--- src/source/cpu_pkg.sv ---
`default_nettype none

package cpu_pkg;

  // memory geometry
  localparam int mem_words   = 256;
  localparam int mem_index_w = 8;   // log2(mem_words)

  typedef logic [31:0] word_t;
  typedef logic [31:0] addr_t;
  typedef logic [4:0]  reg_idx_t;

  typedef enum logic [3:0] {
    alu_add,
    alu_sub,
    alu_sll,
    alu_srl,
    alu_sra,
    alu_and,
    alu_or,
    alu_xor,
    alu_pass_imm  // lui
  } alu_op_t;

  typedef enum logic [2:0] {
    br_none,
    br_beq,
    br_bne,
    br_blt,
    br_bge,
    br_jump
  } branch_t;

  typedef enum logic [2:0] {
    imm_none,
    imm_i,
    imm_s,
    imm_b,
    imm_u,
    imm_j
  } imm_fmt_t;

  typedef enum logic {
    mem_idle,
    mem_wait_access
  } mem_state_t;

  // rv32i major opcodes still decoded
  localparam logic [6:0] op_reg    = 7'b0110011;
  localparam logic [6:0] op_imm    = 7'b0010011;
  localparam logic [6:0] op_load   = 7'b0000011;
  localparam logic [6:0] op_store  = 7'b0100011;
  localparam logic [6:0] op_lui    = 7'b0110111;
  localparam logic [6:0] op_branch = 7'b1100011;
  localparam logic [6:0] op_jal    = 7'b1101111;

endpackage

`default_nettype wire

--- src/source/instr_decoder.sv ---
`timescale 1ns/10ps
`default_nettype none

module instr_decoder (
  input  wire cpu_pkg::word_t     instr,
  output cpu_pkg::reg_idx_t       rs1,
  output cpu_pkg::reg_idx_t       rs2,
  output cpu_pkg::reg_idx_t       rd,
  output cpu_pkg::word_t          imm,
  output cpu_pkg::alu_op_t        alu_op,
  output logic                    use_imm,
  output cpu_pkg::branch_t        branch_kind,
  output logic                    reg_we,
  output logic                    mem_read,
  output logic                    mem_write,
  output logic                    store_byte,
  output logic                    load_byte,
  output logic                    link,
  output logic                    slt
);
  import cpu_pkg::*;

  logic [6:0] opcode;
  logic [2:0] funct3;
  logic [6:0] funct7;
  imm_fmt_t   fmt;

  assign opcode = instr[6:0];
  assign funct3 = instr[14:12];
  assign funct7 = instr[31:25];
  assign rs1    = instr[19:15];
  assign rs2    = instr[24:20];
  assign rd     = instr[11:7];

  always_comb begin
    case (opcode)
      op_imm, op_load: fmt = imm_i;
      op_store:        fmt = imm_s;
      op_branch:       fmt = imm_b;
      op_lui:          fmt = imm_u;
      op_jal:          fmt = imm_j;
      default:         fmt = imm_none;
    endcase
  end

  always_comb begin
    case (fmt)
      imm_i:   imm = {{20{instr[31]}}, instr[31:20]};
      imm_s:   imm = {{20{instr[31]}}, instr[31:25], instr[11:7]};
      imm_b:   imm = {{20{instr[31]}}, instr[7], instr[30:25], instr[11:8], 1'b0};
      imm_u:   imm = {instr[31:12], 12'b0};
      imm_j:   imm = {{12{instr[31]}}, instr[19:12], instr[20], instr[30:21], 1'b0};
      default: imm = '0;
    endcase
  end

  always_comb begin
    // anything not matched below falls out as a no-op
    alu_op      = alu_add;
    use_imm     = 1'b0;
    branch_kind = br_none;
    reg_we      = 1'b0;
    mem_read    = 1'b0;
    mem_write   = 1'b0;
    store_byte  = 1'b0;
    load_byte   = 1'b0;
    link        = 1'b0;
    slt         = 1'b0;
    case (opcode)
      op_reg: begin
        reg_we = 1'b1;
        case ({funct7, funct3})
          {7'h00, 3'b000}: alu_op = alu_add;
          {7'h20, 3'b000}: alu_op = alu_sub;
          {7'h00, 3'b001}: alu_op = alu_sll;
          {7'h00, 3'b010}: begin
            alu_op = alu_sub;  // compare via flags
            slt    = 1'b1;
          end
          {7'h00, 3'b100}: alu_op = alu_xor;
          {7'h00, 3'b101}: alu_op = alu_srl;
          {7'h20, 3'b101}: alu_op = alu_sra;
          {7'h00, 3'b110}: alu_op = alu_or;
          {7'h00, 3'b111}: alu_op = alu_and;
          default:         reg_we = 1'b0;
        endcase
      end
      op_imm: begin
        reg_we  = 1'b1;
        use_imm = 1'b1;
        case (funct3)
          3'b000: alu_op = alu_add;
          3'b010: begin
            alu_op = alu_sub;
            slt    = 1'b1;
          end
          3'b100: alu_op = alu_xor;
          3'b110: alu_op = alu_or;
          3'b111: alu_op = alu_and;
          3'b001: begin
            if (funct7 == 7'h00) alu_op = alu_sll;
            else reg_we = 1'b0;
          end
          3'b101: begin
            if (funct7 == 7'h00) alu_op = alu_srl;
            else if (funct7 == 7'h20) alu_op = alu_sra;
            else reg_we = 1'b0;
          end
          default: reg_we = 1'b0;  // sltiu dropped
        endcase
      end
      op_load: begin
        use_imm = 1'b1;
        if (funct3 == 3'b000 || funct3 == 3'b010) begin
          reg_we    = 1'b1;
          mem_read  = 1'b1;
          load_byte = (funct3 == 3'b000);
        end
      end
      op_store: begin
        use_imm = 1'b1;
        if (funct3 == 3'b000 || funct3 == 3'b010) begin
          mem_write  = 1'b1;
          store_byte = (funct3 == 3'b000);
        end
      end
      op_lui: begin
        reg_we  = 1'b1;
        use_imm = 1'b1;
        alu_op  = alu_pass_imm;
      end
      op_branch: begin
        alu_op = alu_sub;  // rs1 - rs2 sets z/n/v
        case (funct3)
          3'b000:  branch_kind = br_beq;
          3'b001:  branch_kind = br_bne;
          3'b100:  branch_kind = br_blt;
          3'b101:  branch_kind = br_bge;
          default: branch_kind = br_none;
        endcase
      end
      op_jal: begin
        reg_we      = 1'b1;
        link        = 1'b1;
        branch_kind = br_jump;
      end
      default: ;
    endcase
  end

endmodule

`default_nettype wire

--- config.mk ---
export PLATFORM = sky130hd
export DESIGN_NAME = instr_decoder
export DESIGN_NICKNAME = d
export VERILOG_FILES = /design/src/source/cpu_pkg.sv /design/src/source/instr_decoder.sv
export SDC_FILE = /design/constraint.sdc
export NUM_CORES = 1
export LEC_CHECK = 0
export ABC_AREA = 1
export BUFFER_PORTS_ARGS = -buffer_cell sky130_fd_sc_hd__buf_2
export CORE_UTILIZATION = 35
export DETAILED_ROUTE_END_ITERATION = 7
export PLACE_DENSITY = 0.78
export SLEW_MARGIN = 20
export SYNTH_ARGS = -nofsm -noshare
export SYNTH_HDL_FRONTEND = slang
export SYNTH_SLANG_ARGS = --single-unit
--- constraint.sdc ---
create_clock -name vclk -period 1.6
set_input_delay 0.16 -clock vclk [all_inputs]
set_output_delay 0.16 -clock vclk [all_outputs]
set_load 0.01 [all_outputs]
# After elaboration in Yosys (flattened, before gate mapping)
# Cells that the tools add are included.
# totals
ff_bits,0
latch_bits,0
mem_bits_rw,0
rom_bits,0
inputBits,32
word_cells,64
mem_count,0
# classes
n_addsub,0
n_mul,0
div,0
n_lt_le_gt_ge,0
n_eq_ne,27
shifts,0
n_mux,27
bitwise,0
n_reduce_logical,10
# ops
op,n
32-bit case mux with 5 select lines,1
"10-bit by 3-bit == test with 1-bit output, second input constant",4
"7-bit by 6-bit == test with 1-bit output, second input constant",4
3-bit case mux with 7 select lines,1
"10-bit by 9-bit == test with 1-bit output, second input constant",2
"3-bit == test, second input constant",6
3-bit case mux with 6 select lines,1
4-bit case mux with 4 select lines,1
3-bit case mux with 5 select lines,1
"7-bit == test, second input constant",2
1-bit 2-to-1 mux,14
3-bit case mux with 4 select lines,1
"10-bit by 1-bit == test with 1-bit output, second input constant",1
"10-bit by 2-bit == test with 1-bit output, second input constant",1
10-bit zero test,1
"3-bit by 2-bit == test with 1-bit output, second input constant",3
9-bit OR reduction,1
"7-bit by 2-bit == test with 1-bit output, second input constant",1
"7-bit by 5-bit == test with 1-bit output, second input constant",1
7-bit zero test,1
"3-bit by 1-bit == test with 1-bit output, second input constant",2
3-bit 2-to-1 mux,2
3-bit case mux with 2 select lines,1
2-bit OR reduction,3
other kinds (8),8

# Logic depth before layout (Yosys ltp)
# Gate-level depths: netlist of the first run.
# depth
depth_word,5
mapped_depth,10

# Least setup slack after synthesis of the first run
# No wires, ideal clock.
# synth_timing
kind,input -> output
start,input instr[1]
end,output imm[23]
arrival_ns,1.048
path_slack_ns,0.392
cell_stages,9
path_buffers,1
cell_sequence,nand2_1 inv_1 nand2_4 inv_2 nand2_4 inv_2 o21ai_4 buf_6 o211ai_1
# synth_via
elab_chain_cells,5
# synth_rtl
element,line,text
"start, declared",instr_decoder.sv:5,"input wire cpu_pkg::word_t instr,"
7-bit by 2-bit == test with 1-bit output / 7-bit by 5-bit == test with 1-bit output (equally long branches),instr_decoder.sv:36,case (opcode)
2-bit OR reduction,instr_decoder.sv:36,
3-bit case mux with 5 select lines *,instr_decoder.sv:36,
"3-bit == test, or another cell as far along",instr_decoder.sv:47,case (fmt)
32-bit case mux with 5 select lines *,instr_decoder.sv:47,
"end, declared",instr_decoder.sv:9,"output cpu_pkg::word_t imm,"
# Every way passes the cells marked *; elsewhere a longest branch is shown, timed or not.

# Worst setup path after layout of the first run
# layout_timing
start,input instr[6]
end,output imm[24]
# The elaborated chain is that of the path after synthesis.

==> results of run 1 <==
[critical path: cells and delay by family]
family | cells | cell delay [ns]
buffers and inverters | 6 | 0.76
AND/OR/NAND/NOR | 4 | 0.39
[kinds of logic (layout without fill, tap and decap cells)]
logic type,after synthesis,after routing
buf+inv,54,131
compound gates,34,34
simple gates,108,108
[cells in the final DEF, fill, tap and decap left out, types with 3 or more instances in the layout]
master	instances
o21ai_0	12
nor2_1	33
a21oi_1	6
buf_2	94
nand4_1	4
nor2_2	3
inv_2	4
nand3_1	15
inv_1	30
nand2_1	44
o211ai_1	9
nand2_2	4
[metal layers]
metal	global-route usage	up-vias	wire length [um]
met5	0	-	0
met4	0.0299	0	6
met3	0.00833	2	262
met2	0.423	74	1550
met1	0.246	644	1380
li1	-	768	-
[worst max-delay path by stage]
stage,startpoint,end,slack (ns),cells past startpoint
CTS,instr[1],imm[30],0.03,10
global route,instr[13],reg_we,-0.006,11
global placement,instr[1],imm[25],0.06,10
floorplan,instr[1],imm[23],0.39,9
finish,instr[6],imm[24],0.13,10
detailed placement,instr[1],imm[30],0.03,10
[power groups by stage]
stage | logic, W | registers [W] | clock network [W]
3_3_place_gp | 0.000191 | 0 | 0
6_report | 0.000196 | 0 | 0
3_5_place_dp | 0.000193 | 0 | 0
2_1_floorplan | 0.000121 | 0 | 0
5_1_grt | 0.000219 | 0 | 0
4_1_cts | 0.000194 | 0 | 0
[timing repair]
action | in CTS | in global routing
endpoints found under the setup margin | 0 | 26
endpoints found under the hold margin | 0 | 0
setup buffers | 0 | 1
resized for setup | 0 | 3
hold buffers | 0 | 0
[area by class of cell]
class                      count  area [um2]
fill                         293        1170
inverter                      34         128
multi-input combinational    142         699
tap                           30        37.5
timing repair buffer          97         505
[stage by stage]
step                       TNS, ns  utilization  setup slack, ns  hold slack (ns)  instances
after floorplan                  0            -            0.392            0.412        196
after global placement           0        0.527           0.0591            0.520        302
after detailed placement         0        0.527           0.0256            0.520        302
after CTS                        0        0.527           0.0273            0.521        302
after global routing      -0.00629        0.538         -0.00629            0.525        303
final                            0        0.538            0.133            0.519        303
==> run metrics, run 1 <==
first-pass GRT wire length=4.82 mm; Pleak=0.987 nW; Fmax=0.682 GHz; top cell type's share of synthesized area=0.176; worst hold start=instr[7]; ratio of final minimum period to clock period=0.917; worst slew pin tran=0.304 ns; die height=54.4 um; internal power=0.0000766 W; commonest cells in the netlist=nand2_1, nor2_1, inv_1, nand3_1, buf_4; Crit path arrival time=1.31 ns; final hold vios=0; Die Width=54.4 um; Residual DRC=0; CP Data Required Time=1.44 ns; fin area=0.00137 mm2; placed cell areas=0.00134 mm2; most common cell in the netlist=nand2_1; Diodes inserted=0; num rows=18; fraction of synthesized area in multiplexers=0; Max Slew Vio Count=0; Cell Pwr Density=143 mW/mm2; initial core utilization=0.378; CP Cell Sequence=buf_2, inv_1, nand3_1, inv_1, nand4_1, buf_4, inv_1, nand2_1, nand3_1, buf_2; GR Overflow Total=0; largest net degree at the start of global routing=20; first-pass iteration count of the detailed router=4; Post-Synth Simple-Gate Area=0.491; Core ar.=0.00254 mm2; Worst Hold Class=in2out; peak supply drop=0.0878 mV; Total Routed Length=3.21 mm; hpwl dp=2.75 mm; Hold Path Sink=rd[0]; DR WL/cell=10.6 um; register area=0 um2; Period minus WS final=1.47 ns; Placer Congestion=0.895; Mean Syn Cell Area=4.90 um2; slew margin rel.=0.796; Seq pwr share=0; drt via density=4.91; largest family of logic cells by synthesized area=simple AND/OR/NAND/NOR gates; port bufs=94; clock share of power=0; Vias=1,488; Synth Area in Adders=0; WHS Path Cells=2; flip-flop and latch count=0; antenna viol nets, final=0; Ys Warns=0; vias in the first global route=1,208; initial antenna violation count=0; die footprint=0.00296 mm2; Synth Area in XOR/XNOR=0; post-synthesis sequential area ratio=0; Synth cell types=22; Setup violations, final=0; Sw Share=0.610; post-synthesis compound-gate area fraction=0.227; Mapped Nets=228; Synth Instances=196; Yosys top cell by area=nand2_1; synth top area cells=nand2_1, nor2_1, buf_4, inv_1, nand3_1; combinational share of power=1.000; DR iter-0 viols=36; # nets final=307; clkbuf count=0; slowest CP cell=buf_4; Worst setup SP type=input pin; max-cap viol count=0; GRT Overall Usage=0.211; Setup CP Type=in2out; Critical Path Most Common Cell=inv_1; Cell Area, Synth=961 um2; P_sw=0.000120 W; layout cells sized above 1=0.414; status=complete, no violations; total power=0.000196 W; maximum fanout along the worst path=12; io pins=94; Critical Path End Type=primary output; Slowest Stage Delay on Critical Path=0.23 ns; area grow syn2layout=42.6%
Note: power is estimated with default switching activity, not from simulation.
==> run 2: changes to the inputs <==
--- a/config.mk
+++ b/config.mk
@@ -9,7 +9,7 @@
 export BUFFER_PORTS_ARGS = -buffer_cell sky130_fd_sc_hd__buf_2
 export CORE_UTILIZATION = 35
 export DETAILED_ROUTE_END_ITERATION = 7
-export PLACE_DENSITY = 0.78
+export PLACE_DENSITY = 0.79
 export SLEW_MARGIN = 20
 export SYNTH_ARGS = -nofsm -noshare
 export SYNTH_HDL_FRONTEND = slang
==> run 2 against run 1 <==
Against the previous run: sequential share of layout area unchanged; sequential cell count is the same; combinational power about the same; critical path type unchanged; largest cell class unchanged; largest power group unchanged.
==> run metrics, run 2 (synthesized netlist as in run 1, its figures left out) <==
Residual DRC=0; commonest non-fill, non-tap cell in the layout=buf_2; slew margin rel.=0.817; Hold Buf Count CTS=0; antenna viol nets, final=0; cell count after placement=303; die height=54.4 um; num rows=18; final hold vios=0; Max Slew Vio Count=0; Total Routed Length=3.15 mm; worst hold start=instr[15]; GRT Overall Usage=0.209; vias in the first global route=1,256; port bufs=94; Diodes inserted=0; Critical Path End Type=primary output; placed cell areas=0.00135 mm2; largest net degree at the start of global routing=20; Crit path arrival time=1.32 ns; commonest non-fill, non-tap cells in the layout=buf_2, nand2_1, nor2_1; FILL cells=295; first-pass GRT wire length=4.86 mm; clkbuf count=0; status=complete, no violations; peak supply drop=0.103 mV; die footprint=0.00296 mm2; max-cap viol count=0; GR Overflow Total=0; Die Width=54.4 um; Worst setup SP type=input pin; WHS Path Cells=2; Vias=1,494; register area=0 um2; first-pass iteration count of the detailed router=4; Worst Hold Class=in2out; worst slew pin tran=0.274 ns; maximum fanout along the worst path=18; io pins=94; area grow syn2layout=43.9%; fin area=0.00138 mm2; Setup CP Type=in2out; Hold Path Sink=rs1[0]; DR iter-0 viols=43; drt via density=4.91; Period minus WS final=1.48 ns; multi-input logic area=704 um2; flip-flop and latch count=0; Cell Pwr Density=141 mW/mm2; Fmax=0.676 GHz; initial antenna violation count=0; DR WL/cell=10.4 um; Pleak=0.993 nW; Placer Congestion=0.959; Core ar.=0.00254 mm2; hpwl dp=2.72 mm; Post-Layout Cell Count=304; layout cells sized above 1=0.420; initial core utilization=0.378; # nets final=308; Setup violations, final=0; CP Data Required Time=1.44 ns; ratio of final minimum period to clock period=0.924; total power=0.000195 W
run 2: changes by cell type in the layout (fill, tap and decap cells not counted), sizes merged:
| cell | before | now |
|---|---|---|
| buf | 97 | 98 |
run 2: layout make-up:
cell class                 instances  share of cell area
timing repair buffer              98               0.371
inverter                          34              0.0923
multi-input combinational        142               0.510
tap                               30              0.0271
run 2: critical path: stages:
cell and delay [ns]:
buf_2 0.11, nor2_1 0.18, nand2_4 0.10, inv_2 0.11, nand2_4 0.08, inv_2 0.08, o21ai_4 0.07, buf_12 0.15
o21ai_0 0.10, buf_2 0.17
run 2: how the worst max path moves through the flow:
| stage | start | endpoint | slack (ns) | depth (start not counted) |
|---|---|---|---|---|
| floorplan | instr[1] | imm[23] | 0.39 | 9 |
| global placement | instr[1] | imm[14] | 0.01 | 10 |
| detailed placement | instr[1] | imm[14] | 0.009 | 10 |
| CTS | instr[1] | imm[14] | 0.005 | 10 |
| global route | instr[31] | reg_we | -0.008 | 11 |
| finish | instr[2] | imm[14] | 0.12 | 10 |
run 2: metrics by stage:
step | setup TNS [ns] | utilization | setup slack [ns] | hold WS, ns
global route | -0.00848 | 0.543 | -0.00848 | 0.528
finish | 0 | 0.543 | 0.122 | 0.519
global placement | 0 | 0.529 | 0.0147 | 0.518
detailed placement | 0 | 0.529 | 0.00928 | 0.520
floorplan | 0 | - | 0.392 | 0.412
CTS | 0 | 0.529 | 0.00525 | 0.519
run 2: power by group:
group	leakage, nW	switching [W]	internal [W]
logic	0.993	0.000119	0.0000759
clock network	0	0	0
registers	0	0	0
total	0.993	0.000119	0.0000759
run 2: per-layer routing:
metal,track usage,vias to the layer above,share of wire
met5,0,-,0
met4,0.0128,0,0.0044
met3,0.0111,2,0.089
met2,0.425,82,0.48
met1,0.244,636,0.42
li1,-,774,-
run 2: timing repair:
action / CTS / global route
setup buffers: 0 / 1
gates resized for setup: 0 / 5
setup endpoints to repair: 0 / 29
==> run 3: changes to the inputs <==
--- a/config.mk
+++ b/config.mk
@@ -7,9 +7,12 @@
 export LEC_CHECK = 0
 export ABC_AREA = 1
 export BUFFER_PORTS_ARGS = -buffer_cell sky130_fd_sc_hd__buf_2
-export CORE_UTILIZATION = 35
+export CELL_PAD_IN_SITES_DETAIL_PLACEMENT = 0
+export CELL_PAD_IN_SITES_GLOBAL_PLACEMENT = 1
+export CORE_UTILIZATION = 23
 export DETAILED_ROUTE_END_ITERATION = 7
-export PLACE_DENSITY = 0.79
+export MAX_ROUTING_LAYER = met4
+export PLACE_DENSITY = 0.89
 export SLEW_MARGIN = 20
 export SYNTH_ARGS = -nofsm -noshare
 export SYNTH_HDL_FRONTEND = slang
==> run 3 against run 2 <==
Against the previous run: routed wire length rose by 12%; non-clock buffer count rose by 1; fmax fell by 0.57%; worst setup slack got worse by 0.0085 ns; first-iteration DRC count rose by 23%; core utilization fell by 19 points; die area rose by 50%; sequential share of layout area did not move; critical endpoint is now slt.
==> run metrics, run 3 (synthesized netlist as in run 1, its figures left out) <==
status=complete, no violations; first-pass iteration count of the detailed router=4; max-cap viol count=0; Sw Share=0.609; Seq pwr share=0; placed cell areas=0.00140 mm2; P_sw=0.000120 W; gr busiest metal=met2; Setup TNS=0 ns; Slowest Stage Delay on Critical Path=0.31 ns; first-pass GRT wire length=5.51 mm; Core ar.=0.00400 mm2; Period minus WS final=1.49 ns; DR iter-0 viols=53; GRT Overall Usage=0.159; Cell Pwr Density=140 mW/mm2; Worst setup SP type=input pin; Placer Congestion=0.946; FILL cells=482; Crit path arrival time=1.33 ns; Post-Layout Cell Count=325; Total Routed Length=3.54 mm; num rows=23; port bufs=94; clkbuf count=0; internal power=0.0000772 W; Diodes inserted=0; peak supply drop=0.0509 mV; register area=0 um2; slowest CP cell=o31ai_1; Max Slew Vio Count=0; io pins=94; initial antenna violation count=0; DR WL/cell=10.9 um; flip-flop and latch count=0; M2 GR Usage=0.293; # nets final=309; die footprint=0.00444 mm2; Fmax=0.673 GHz; CP Data Required Time=1.44 ns; Worst Hold Class=in2out; largest net degree at the start of global routing=17; die height=66.6 um; Hold Buf Count CTS=0; met3 Usage GRT=0.00514; Vias=1,502; unrepaired setup endpoints after global routing=false; area grow syn2layout=46.5%; total power=0.000198 W; antenna viol nets, final=0; maximum fanout along the worst path=7; worst hold start=instr[7]; commonest non-fill, non-tap cell in the layout=buf_2; layout cells sized above 1=0.418; ratio of final minimum period to clock period=0.929; fin area=0.00141 mm2; Residual DRC=0; Setup CP Type=in2out; WHS Path Cells=2; slew margin rel.=0.786; Hold Path Sink=rd[0]; Pleak=0.997 nW; Setup violations, final=0; M1 GR Usage=0.192; combinational share of power=1.000; initial core utilization=0.240; GR Overflow Total=0; CP Cell Sequence=buf_2, inv_1, nand2_1, nor2_1, nand2_1, o31ai_1, buf_2; Post-CTS Setup Bufs=0; Die Width=66.6 um; clock share of power=0; vias in the first global route=1,291; post_cts resized=0; final hold vios=0; hpwl dp=3.05 mm; commonest non-fill, non-tap cells in the layout=buf_2, nand2_1, nor2_1; Critical Path End Type=primary output; cell count after placement=325; worst slew pin tran=0.318 ns; drt via density=4.62
-- run 3: how the worst max path moves through the flow --
stage	slack (ns)	to	start
global route	0.001	imm[24]	instr[6]
floorplan	0.39	imm[23]	instr[1]
CTS	0.02	imm[26]	instr[4]
finish	0.11	slt	instr[12]
detailed placement	0.03	imm[26]	instr[4]
global placement	-0.02	imm[26]	instr[4]
-- run 3: worst max-delay path: cells and delay by family --
kind                   cells  cell delay, ns
buffers and inverters      3            0.44
and+or+nand+nor            3            0.42
AOI/OAI and AO/OA          1            0.31
-- run 3: through the flow --
step / utilization / setup slack (ns) / hold slack [ns]
finish: 0.352 / 0.113 / 0.518
global route: 0.352 / 0.000966 / 0.527
CTS: 0.350 / 0.0243 / 0.519
detailed placement: 0.350 / 0.0258 / 0.518
global placement: 0.350 / -0.0184 / 0.518
floorplan: - / 0.392 / 0.412
-- run 3: area by class of cell --
class / count / area (um2) / share of cell area
inverters: 34 / 128 / 0.0907
repair buffers: 99 / 520 / 0.370
well taps: 50 / 62.6 / 0.0444
multi-input cells: 142 / 697 / 0.495
-- run 3: power groups by stage --
| stage | clock, W | combinational (W) | sequential [W] |
|---|---|---|---|
| floorplan | 0 | 0.000121 | 0 |
| global placement | 0 | 0.000197 | 0 |
| detailed placement | 0 | 0.000197 | 0 |
| CTS | 0 | 0.000198 | 0 |
| global route | 0 | 0.000221 | 0 |
| finish | 0 | 0.000198 | 0 |
-- run 3: routing by layer --
layer  part of all wire  vias up
li1                   -      772
met1               0.42      639
met2               0.49       85
met3              0.077        6
met4              0.012        0
met5                  0        -
